File: config.mk
export PLATFORM = sky130hd
export DESIGN_NAME = net_slice_top
export DESIGN_NICKNAME = d
export VERILOG_FILES = /design/src/hdl/net_slice_pkg.sv /design/src/hdl/net_slice_array.sv /design/src/hdl/net_slice_top.sv /design/src/hdl/net_stat_collect.sv /design/src/hdl/reg_slice.sv
export VERILOG_INCLUDE_DIRS = /design/src /design/src/include
export SDC_FILE = /design/constraint.sdc
export NUM_CORES = 1
export LEC_CHECK = 0
export ABC_AREA = 1
export CORE_ASPECT_RATIO = 0.7
export CORE_MARGIN = 10
export CORE_UTILIZATION = 55
export DETAILED_ROUTE_END_ITERATION = 12
export DONT_BUFFER_PORTS = 1
export MAX_ROUTING_LAYER = met4
export PLACE_DENSITY_LB_ADDON = 0.15
export SLEW_MARGIN = 20
export SYNTH_ARGS = -nofsm -noshare
export SYNTH_HDL_FRONTEND = slang
export SYNTH_HIERARCHICAL = 1
export SYNTH_SLANG_ARGS = --single-unit
File: constraint.sdc
create_clock -name aclk -period 18.5 [get_ports aclk]
set_input_delay 2.775 -clock aclk [delete_from_list [all_inputs] [get_ports aclk]]
set_output_delay 2.775 -clock aclk [all_outputs]
set_load 0.01 [all_outputs]
File: src/include/net_slice_settings.svh
`ifndef NET_SLICE_SETTINGS_SVH
`define NET_SLICE_SETTINGS_SVH

// Register stages on every channel
// between the user region and the network stack
`define NET_SLICE_STAGES 2

// Width of one statistics counter
// Counters wrap at this width
`define NET_STAT_WIDTH 32

`endif

File: src/hdl/net_slice_pkg.sv
`include "net_slice_settings.svh"

package net_slice_pkg;

  // IPv4 address
  typedef logic [31:0] ip_addr_t;

  // Ethernet MAC address
  typedef logic [47:0] mac_addr_t;

  // ARP lookup request from the user region
  typedef struct packed {
    // Address to be resolved
    ip_addr_t ip_addr;
  } arp_lup_req_t;

  // ARP lookup reply from the network stack
  typedef struct packed {
    // Set when the table held an entry
    logic      hit;
    // Resolved hardware address
    mac_addr_t mac_addr;
    // Echo of the address that was asked about
    ip_addr_t  ip_addr;
  } arp_lup_rsp_t;

  // Network statistics word
  // One free running counter per event kind
  typedef struct packed {
    // Received packets
    logic [`NET_STAT_WIDTH-1:0] rx_pkts;
    // Transmitted packets
    logic [`NET_STAT_WIDTH-1:0] tx_pkts;
    // ARP packets in
    logic [`NET_STAT_WIDTH-1:0] arp_rx;
    // ARP packets out
    logic [`NET_STAT_WIDTH-1:0] arp_tx;
  } net_stat_t;

endpackage

File: src/hdl/net_slice_array.sv
`timescale 1ns/10ps

`include "net_slice_settings.svh"

module net_slice_array #(
  parameter int STAGES = `NET_SLICE_STAGES
) (
  input  logic                       aclk,
  input  logic                       rst,
  // ARP lookup request, user to network
  input  net_slice_pkg::arp_lup_req_t arp_req_in_data,
  input  logic                       arp_req_in_valid,
  output logic                       arp_req_in_ready,
  output net_slice_pkg::arp_lup_req_t arp_req_out_data,
  output logic                       arp_req_out_valid,
  input  logic                       arp_req_out_ready,
  // ARP lookup reply, network to user
  input  net_slice_pkg::arp_lup_rsp_t arp_rsp_in_data,
  input  logic                       arp_rsp_in_valid,
  output logic                       arp_rsp_in_ready,
  output net_slice_pkg::arp_lup_rsp_t arp_rsp_out_data,
  output logic                       arp_rsp_out_valid,
  input  logic                       arp_rsp_out_ready,
  // Set IP address, user to network
  input  net_slice_pkg::ip_addr_t     set_ip_in_data,
  input  logic                       set_ip_in_valid,
  output logic                       set_ip_in_ready,
  output net_slice_pkg::ip_addr_t     set_ip_out_data,
  output logic                       set_ip_out_valid,
  input  logic                       set_ip_out_ready,
  // Set MAC address, user to network
  input  net_slice_pkg::mac_addr_t    set_mac_in_data,
  input  logic                       set_mac_in_valid,
  output logic                       set_mac_in_ready,
  output net_slice_pkg::mac_addr_t    set_mac_out_data,
  output logic                       set_mac_out_valid,
  input  logic                       set_mac_out_ready,
  // Statistics, network to user
  input  net_slice_pkg::net_stat_t    stat_in,
  output net_slice_pkg::net_stat_t    stat_out
);

  import net_slice_pkg::*;

  // Chain taps, index 0 is the input and index STAGES the output
  arp_lup_req_t [STAGES:0] arp_req_d;
  logic         [STAGES:0] arp_req_v;
  logic         [STAGES:0] arp_req_r;
  arp_lup_rsp_t [STAGES:0] arp_rsp_d;
  logic         [STAGES:0] arp_rsp_v;
  logic         [STAGES:0] arp_rsp_r;
  ip_addr_t     [STAGES:0] set_ip_d;
  logic         [STAGES:0] set_ip_v;
  logic         [STAGES:0] set_ip_r;
  mac_addr_t    [STAGES:0] set_mac_d;
  logic         [STAGES:0] set_mac_v;
  logic         [STAGES:0] set_mac_r;

  // Statistics shift register, no handshake
  net_stat_t [STAGES-1:0] stat_q;

  // Chain ends
  assign arp_req_d[0]      = arp_req_in_data;
  assign arp_req_v[0]      = arp_req_in_valid;
  assign arp_req_in_ready  = arp_req_r[0];
  assign arp_req_out_data  = arp_req_d[STAGES];
  assign arp_req_out_valid = arp_req_v[STAGES];
  assign arp_req_r[STAGES] = arp_req_out_ready;

  assign arp_rsp_d[0]      = arp_rsp_in_data;
  assign arp_rsp_v[0]      = arp_rsp_in_valid;
  assign arp_rsp_in_ready  = arp_rsp_r[0];
  assign arp_rsp_out_data  = arp_rsp_d[STAGES];
  assign arp_rsp_out_valid = arp_rsp_v[STAGES];
  assign arp_rsp_r[STAGES] = arp_rsp_out_ready;

  assign set_ip_d[0]       = set_ip_in_data;
  assign set_ip_v[0]       = set_ip_in_valid;
  assign set_ip_in_ready   = set_ip_r[0];
  assign set_ip_out_data   = set_ip_d[STAGES];
  assign set_ip_out_valid  = set_ip_v[STAGES];
  assign set_ip_r[STAGES]  = set_ip_out_ready;

  assign set_mac_d[0]      = set_mac_in_data;
  assign set_mac_v[0]      = set_mac_in_valid;
  assign set_mac_in_ready  = set_mac_r[0];
  assign set_mac_out_data  = set_mac_d[STAGES];
  assign set_mac_out_valid = set_mac_v[STAGES];
  assign set_mac_r[STAGES] = set_mac_out_ready;

  // One slice per channel per stage
  for (genvar i = 0; i < STAGES; i++) begin : g_stage
    reg_slice #(.WIDTH($bits(arp_lup_req_t))) arp_req_slice (
      .aclk(aclk), .rst(rst),
      .in_data(arp_req_d[i]), .in_valid(arp_req_v[i]), .in_ready(arp_req_r[i]),
      .out_data(arp_req_d[i+1]), .out_valid(arp_req_v[i+1]), .out_ready(arp_req_r[i+1])
    );
    reg_slice #(.WIDTH($bits(arp_lup_rsp_t))) arp_rsp_slice (
      .aclk(aclk), .rst(rst),
      .in_data(arp_rsp_d[i]), .in_valid(arp_rsp_v[i]), .in_ready(arp_rsp_r[i]),
      .out_data(arp_rsp_d[i+1]), .out_valid(arp_rsp_v[i+1]), .out_ready(arp_rsp_r[i+1])
    );
    reg_slice #(.WIDTH($bits(ip_addr_t))) set_ip_slice (
      .aclk(aclk), .rst(rst),
      .in_data(set_ip_d[i]), .in_valid(set_ip_v[i]), .in_ready(set_ip_r[i]),
      .out_data(set_ip_d[i+1]), .out_valid(set_ip_v[i+1]), .out_ready(set_ip_r[i+1])
    );
    reg_slice #(.WIDTH($bits(mac_addr_t))) set_mac_slice (
      .aclk(aclk), .rst(rst),
      .in_data(set_mac_d[i]), .in_valid(set_mac_v[i]), .in_ready(set_mac_r[i]),
      .out_data(set_mac_d[i+1]), .out_valid(set_mac_v[i+1]), .out_ready(set_mac_r[i+1])
    );
  end

  // Statistics word advances every cycle
  always_ff @(posedge aclk) begin
    if (rst) begin
      stat_q <= '0;
    end else begin
      stat_q[0] <= stat_in;
      for (int k = 1; k < STAGES; k++) begin
        stat_q[k] <= stat_q[k-1];
      end
    end
  end

  assign stat_out = stat_q[STAGES-1];

endmodule

File: src/hdl/net_slice_top.sv
`timescale 1ns/10ps

`include "net_slice_settings.svh"

module net_slice_top (
  input  logic                       aclk,
  input  logic                       rst,
  // User side
  input  net_slice_pkg::arp_lup_req_t arp_req_user_data,
  input  logic                       arp_req_user_valid,
  output logic                       arp_req_user_ready,
  input  net_slice_pkg::ip_addr_t     set_ip_user_data,
  input  logic                       set_ip_user_valid,
  output logic                       set_ip_user_ready,
  input  net_slice_pkg::mac_addr_t    set_mac_user_data,
  input  logic                       set_mac_user_valid,
  output logic                       set_mac_user_ready,
  output net_slice_pkg::arp_lup_rsp_t arp_rsp_user_data,
  output logic                       arp_rsp_user_valid,
  input  logic                       arp_rsp_user_ready,
  // Network side
  output net_slice_pkg::arp_lup_req_t arp_req_net_data,
  output logic                       arp_req_net_valid,
  input  logic                       arp_req_net_ready,
  output net_slice_pkg::ip_addr_t     set_ip_net_data,
  output logic                       set_ip_net_valid,
  input  logic                       set_ip_net_ready,
  output net_slice_pkg::mac_addr_t    set_mac_net_data,
  output logic                       set_mac_net_valid,
  input  logic                       set_mac_net_ready,
  input  net_slice_pkg::arp_lup_rsp_t arp_rsp_net_data,
  input  logic                       arp_rsp_net_valid,
  output logic                       arp_rsp_net_ready,
  // Network event strobes
  input  logic                       rx_pkt,
  input  logic                       tx_pkt,
  input  logic                       arp_rx,
  input  logic                       arp_tx,
  // Statistics delivered to the user region
  output net_slice_pkg::net_stat_t    stat_user
);

  import net_slice_pkg::*;

  // Collector output before the pipeline
  net_stat_t stat_net;

  // Counters live on the network side
  net_stat_collect net_stat_collect_i (
    .aclk(aclk),
    .rst(rst),
    .rx_pkt(rx_pkt),
    .tx_pkt(tx_pkt),
    .arp_rx(arp_rx),
    .arp_tx(arp_tx),
    .stat(stat_net)
  );

  // Requests and settings flow user to network, replies and stats back
  net_slice_array #(.STAGES(`NET_SLICE_STAGES)) net_slice_array_i (
    .aclk(aclk),
    .rst(rst),
    .arp_req_in_data(arp_req_user_data),
    .arp_req_in_valid(arp_req_user_valid),
    .arp_req_in_ready(arp_req_user_ready),
    .arp_req_out_data(arp_req_net_data),
    .arp_req_out_valid(arp_req_net_valid),
    .arp_req_out_ready(arp_req_net_ready),
    .arp_rsp_in_data(arp_rsp_net_data),
    .arp_rsp_in_valid(arp_rsp_net_valid),
    .arp_rsp_in_ready(arp_rsp_net_ready),
    .arp_rsp_out_data(arp_rsp_user_data),
    .arp_rsp_out_valid(arp_rsp_user_valid),
    .arp_rsp_out_ready(arp_rsp_user_ready),
    .set_ip_in_data(set_ip_user_data),
    .set_ip_in_valid(set_ip_user_valid),
    .set_ip_in_ready(set_ip_user_ready),
    .set_ip_out_data(set_ip_net_data),
    .set_ip_out_valid(set_ip_net_valid),
    .set_ip_out_ready(set_ip_net_ready),
    .set_mac_in_data(set_mac_user_data),
    .set_mac_in_valid(set_mac_user_valid),
    .set_mac_in_ready(set_mac_user_ready),
    .set_mac_out_data(set_mac_net_data),
    .set_mac_out_valid(set_mac_net_valid),
    .set_mac_out_ready(set_mac_net_ready),
    .stat_in(stat_net),
    .stat_out(stat_user)
  );

endmodule

File: src/hdl/net_stat_collect.sv
`timescale 1ns/10ps

`include "net_slice_settings.svh"

module net_stat_collect (
  input  logic                    aclk,
  input  logic                    rst,
  // One cycle event strobes from the network stack
  input  logic                    rx_pkt,
  input  logic                    tx_pkt,
  input  logic                    arp_rx,
  input  logic                    arp_tx,
  // Current counter values
  output net_slice_pkg::net_stat_t stat
);

  // Strobes widened to counter width
  logic [`NET_STAT_WIDTH-1:0] rx_pkt_inc;
  logic [`NET_STAT_WIDTH-1:0] tx_pkt_inc;
  logic [`NET_STAT_WIDTH-1:0] arp_rx_inc;
  logic [`NET_STAT_WIDTH-1:0] arp_tx_inc;

  assign rx_pkt_inc = `NET_STAT_WIDTH'(rx_pkt);
  assign tx_pkt_inc = `NET_STAT_WIDTH'(tx_pkt);
  assign arp_rx_inc = `NET_STAT_WIDTH'(arp_rx);
  assign arp_tx_inc = `NET_STAT_WIDTH'(arp_tx);

  // Each counter has its own adder
  // so coinciding strobes all count
  always_ff @(posedge aclk) begin
    if (rst) begin
      stat <= '0;
    end else begin
      // Plain wrap on overflow
      stat.rx_pkts <= stat.rx_pkts + rx_pkt_inc;
      stat.tx_pkts <= stat.tx_pkts + tx_pkt_inc;
      // ARP traffic counted apart from the packet totals
      stat.arp_rx  <= stat.arp_rx + arp_rx_inc;
      stat.arp_tx  <= stat.arp_tx + arp_tx_inc;
    end
  end

endmodule

File: src/hdl/reg_slice.sv
`timescale 1ns/10ps

module reg_slice #(
  parameter int WIDTH = 32
) (
  input  logic             aclk,
  input  logic             rst,
  // Upstream side
  input  logic [WIDTH-1:0] in_data,
  input  logic             in_valid,
  output logic             in_ready,
  // Downstream side
  output logic [WIDTH-1:0] out_data,
  output logic             out_valid,
  input  logic             out_ready
);

  // Skid register catches the item that arrives during a stall
  logic [WIDTH-1:0] skid_data;
  logic             skid_valid;

  // Main register may take a new item this cycle
  logic main_load;
  logic in_fire;

  assign main_load = out_ready | ~out_valid;
  assign in_fire   = in_valid & in_ready;

  // Control state
  always_ff @(posedge aclk) begin
    if (rst) begin
      out_valid  <= 1'b0;
      skid_valid <= 1'b0;
      // Ready comes up one cycle after reset
      in_ready   <= 1'b0;
    end else begin
      if (main_load) begin
        // Skid drains first to keep the order
        out_valid  <= skid_valid | in_fire;
        skid_valid <= 1'b0;
        in_ready   <= 1'b1;
      end else if (in_fire) begin
        // Stalled with an item arriving
        skid_valid <= 1'b1;
        in_ready   <= 1'b0;
      end
    end
  end

  // Payload path
  always_ff @(posedge aclk) begin
    if (main_load) begin
      out_data <= skid_valid ? skid_data : in_data;
    end
    if (!main_load && in_fire) begin
      skid_data <= in_data;
    end
  end

endmodule

## Word level (Yosys, flattened, before mapping)

Index checks and enable logic that the tools add are counted.

- Register bits after elaboration: 1180
- Bits of input ports: 207
- Output and inout bits: 329
- Word-level logic and storage cells: 144

- Add/sub/neg operators: 4
- Multiplexer cells: 24
- Bitwise logic cells: 32
- Reductions and logical operators: 32

Operators with widths:

| kind | count |
|---|---|
| 2-to-1 mux 81 bit | 2 |
| adder 32 x 1 -> 32 bit | 4 |
| 2-to-1 mux 32 bit | 4 |
| 2-to-1 mux 48 bit | 2 |
| 2-to-1 mux 1 bit | 16 |
| bitwise OR 1 bit | 16 |
| nonzero test 2 bit | 8 |
| OR reduction 2 bit | 8 |
| AND 1 bit | 8 |
| logical AND 1 bit | 8 |
| zero test 1 bit | 8 |
| inverter 1 bit | 8 |

## Logic depth before layout (Yosys ltp)

- Depth after elaboration: 4
- Mapped depth: 9
- Gate-level depth less buffers: 9

## Hierarchy

Netlist, hierarchy kept.

By module, submodules not included:

| module | times used | cells each | area an instance (um^2) | seq. area each (um^2) |
|---|---|---|---|---|
| reg_slice at net_slice_array_i.g_stage[0].arp_rsp_slice ... | 2 | 441 | 6048.3 | 4924.7 |
| reg_slice at net_slice_array_i.g_stage[0].arp_req_slice ... | 4 | 186 | 2542.4 | 1981.9 |
| net_slice_array | 1 | 924 | 8207.9 | 5124.9 |
| reg_slice at net_slice_array_i.g_stage[0].set_mac_slice ... | 2 | 269 | 3604.7 | 2942.8 |
| net_stat_collect | 1 | 1022 | 6729.0 | 2562.5 |

## Worst setup path before layout

OpenSTA, ideal clock, no wires.

- Path type: input-to-reg
- From: in arp_rsp_user_ready
- To: reg net_slice_array_i.g_stage[1].arp_rsp_slice.skid_data[0], enable pin
- Setup time: 520 ps
- Arrival: 7634 ps
- Data required time: 17980 ps
- Setup slack: 10346 ps
- Stages: 3
- Path buffers: 0
- Path through: nor2_1 > inv_1 > nor2_1

- Cells in the longest elaborated chain, start to end: 3

Ends and longest elaborated chain:

| item | RTL line | text |
|---|---|---|
| from (decl) | net_slice_top.sv:20 | `input logic arp_rsp_user_ready,` |
| bitwise OR 1 bit | reg_slice.sv:26 | `assign main_load = out_ready \| ~out_valid;` |
| net net_slice_array_i.g_stage[1].arp_rsp_slice.main_load | reg_slice.sv:23 | `logic main_load;` |
| zero test 1 bit | reg_slice.sv:55 | `if (!main_load && in_fire) begin` |
| logical AND 1 bit | reg_slice.sv:55 |  |
| to (signal assigned) | reg_slice.sv:56 | `skid_data <= in_data;` |
| to (decl) | reg_slice.sv:19 | `logic [WIDTH-1:0] skid_data;` |

The timed path passes the listed nets, and every way through them passes these cells.
A chain may end at the register's enable or synchronous reset.

## Worst setup path in the final report

- From: in arp_rsp_user_ready
- To: reg net_slice_array_i.g_stage[1].arp_rsp_slice.skid_data[56], enable pin

The elaborated chain is that of the path after synthesis.

==> results.toml <==
[status]
outcome = "completed"

[final_layout]
fin_nets = 4214
drive_gt1_share_pct = 8.323
design_area_um2 = 47710
fillers = 6596
area_growth_pct = 7.415

[power]
irDropWorstVdd_uv = 91.88
power_density_nw_per_um2 = 112.3
p_leak_uw = 0.01834
power_uw = 5357

[yosys]
syn_inst = 4110
ys_ff_latch = 1180
syn_avg_cell_area_um2 = 10.81
syn_nets = 4329
yosysWarnings = 6
synthDistinctLibCells = 35
synth-seq-area-share_pct = 70.59
synth_area_um2 = 44410

[setup_path]
crit_arrival_ns = 5.16
slowest_stage = "buf_4"
cp_num_buf_inv = 2
cp_cell_sequence = "nor2_1, clkinv_2, nor2_4, buf_4"
cp-end-kind = "flop"
crit_path_start_kind = "input pin"
critPathRequiredTime_ns = 18.78
path_class = "input pin to flop"
startpoint = "arp_rsp_user_ready"
max_stage_delay_ns = 0.79
cp_max_fo = 61
cp_top_family = "buffers and inverters"

[timing]
period_share_pct = 26.34
worst_slew_pin_slew_ns = 1.065
fmax_mhz = 205.2
min_period_ns = 4.873
final_max_slew_viol_count = 0
holdWs_ns = 0.3933
slew_headroom_pct = 29.02
setup_tns_ns = 0
fin_worst_skew_ns = 0.01712
hold_viol_final = 0
rsz0062_at_grt = "false"
setup_viol = 0

[clock_network]
cts_resized = 0
clk_latency_ns = 0.66
cts_hold_buf = 0
clk_path_buf_depth = 3
root_buffer = "clkbuf_16"
post_cts_buffers = 0
cts.sinks = 1180
clk_pin_slew_ns = 0.06
numCtsBuffers = 108
cts_tree = "yes"
h-tree-depth = 3

[grt]
first_global_vias = 23890
grt_pass1_wl_mm = 146.1
grt.total_usage_pct = 20.78
antenna_found_initial = 2
overflow = 0
grt_max_degree = 317

[hold_path]
worstHoldStart = "net_slice_array_i/stat_q[47]"
hp-class = "flop to flop"

[detailed_routing]
drt-initial-drc-count = 1976
viasPerCell = 4.919
vias = 25370
wl_per_cell_um = 18.59
final_antenna_net_count = 0
remaining_drc_errors = 0
drtPass1Iterations = 6
routed_wl_mm = 95.85

[die]
die_y_um = 257.8
die_w_um = 359.6
dieArea_um2 = 92700
core_area_um2 = 80330
start_util_pct = 55.28
rows = 87
io_pins = 536

[placed_design]
io_buffer_count = 0
gp_congestion = 0.8592
dp_hpwl_mm = 64.02
dpl-instance-area_um2 = 44000

[flow_run]
maxCapViolCount = 0
placed cells by master (no fill, tap or decap), types with 7 or more instances in the layout:
| cell type | netlist | layout |
|---|---|---|
| and2_1 | 15 | 15 |
| nand3_1 | 60 | 60 |
| clkinv_2 | 0 | 25 |
| a21oi_1 | 86 | 86 |
| clkbuf_1 | 6 | 9 |
| nand3b_1 | 11 | 11 |
| nor2_2 | 15 | 19 |
| inv_6 | 2 | 7 |
| clkinv_1 | 0 | 19 |
| o21ai_0 | 16 | 16 |
| xor2_1 | 10 | 10 |
| buf_4 | 158 | 27 |
| ha_1 | 12 | 12 |
| clkinvlp_4 | 0 | 7 |
| nor2_4 | 25 | 29 |
| dfxtp_1 | 408 | 404 |
| inv_1 | 362 | 357 |
| edfxtp_1 | 772 | 772 |
| nor2_1 | 535 | 527 |
| bufinv_16 | 0 | 12 |
| clkbuf_16 | 0 | 115 |
| nand2_1 | 1420 | 1420 |
| nand2_2 | 66 | 66 |
synthesized netlist by cell type (all sizes together):
| master | n | area (um^2) |
|---|---|---|
| nand3 | 60 | 300.3 |
| nand2 | 1489 | 5777 |
| dfxtp | 408 | 8168 |
| a21oi | 86 | 430.4 |
| ha | 12 | 150.1 |
| nor3 | 6 | 30.03 |
| a21o | 2 | 15.01 |
| and3 | 4 | 25.02 |
| or2 | 9 | 56.31 |
| o21ai | 18 | 90.09 |
| buf | 234 | 1812 |
| xor2 | 10 | 87.58 |
| clkbuf | 18 | 187.7 |
| edfxtp | 772 | 23180 |
| and2 | 15 | 93.84 |
| inv | 372 | 1436 |
| nor2 | 578 | 2444 |
| o21a | 6 | 45.04 |
| nand3b | 11 | 82.58 |
cells by family after synthesis:
logic type / synth area share (%)
AOI/OAI and AO/OA: 1.307
xor gates and xnor gates: 0.1972
adders and majority gates: 0.3381
buffers and inverters: 7.736
DFF: 70.59
and+or+nand+nor: 19.83
where the power goes:
group	leakage, uW	switching (uW)	internal, uW	total, uW
clock network	0.00181	966	1320	2290
registers	0.0108	73.8	2900	2980
logic	0.00570	60.0	31.7	91.7
total	0.0183	1100	4260	5360
worst paths after layout:
check	to	cells after the start	slack, ns
max	flop	4	13.63
min	net_slice_array_i/stat_out[47]	2	0.39
max reg2reg	flop	5	15.29
min reg2reg	net_slice_array_i/stat_out[47]	2	0.39
final cells by class:
type,instances,area (um^2),share of cell area (%)
diodes,4,10.01,0.02098
clock buffers,130,2994,6.276
clock inverters,70,700.7,1.469
inverters,372,1440,3.019
multi-input cells,2306,9667,20.26
flip-flops and latches,1180,31360,65.73
well taps,1068,1336,2.801
repair buffers,27,202.7,0.4249
layer usage:
layer | vias to the layer above | routed length (um) | part of all wire [%] | track usage (%)
met5 | - | 0 | 0 | -
met4 | 0 | 1921 | 2.0 | 4.945
li1 | 12660 | - | - | -
met1 | 11940 | 41550 | 43 | 27.03
met2 | 651 | 44970 | 47 | 32.29
met3 | 113 | 7413 | 7.7 | 5.938
tightest hold or removal path, delay by kind of cell, from the launching register on:
kind | cells | cell delay [ns]
buffers and inverters | 1 | 0.04
flip-flops | 1 | 0.30
AND/OR/NAND/NOR | 1 | 0.03
flip-flops by register name (all words and copies together), names as in the netlist, 96 cells and up:
signal / count
net_slice_array_i/g_stage.arp_rsp_slice/skid_data: 162
net_slice_array_i/g_stage.set_mac_slice/out_data: 96
net_slice_array_i/g_stage.arp_rsp_slice/out_data: 162
net_slice_array_i/stat_q: 128
net_slice_array_i/stat_out: 128
net_slice_array_i/g_stage.set_mac_slice/skid_data: 96
net_stat_collect_i/stat: 128
through the flow:
step / worst slack (ns) / cells / utilization (%)
final: 13.63 / 5157 / 59.38
after global routing: 13.54 / 5157 / 59.38
after CTS: 13.68 / 5153 / 59.37
after global placement: 13.00 / 4953 / 54.77
after floorplan: 10.35 / 4110 / -
after detailed placement: 12.95 / 4953 / 54.77
Power figures use the tool's default switching activity.
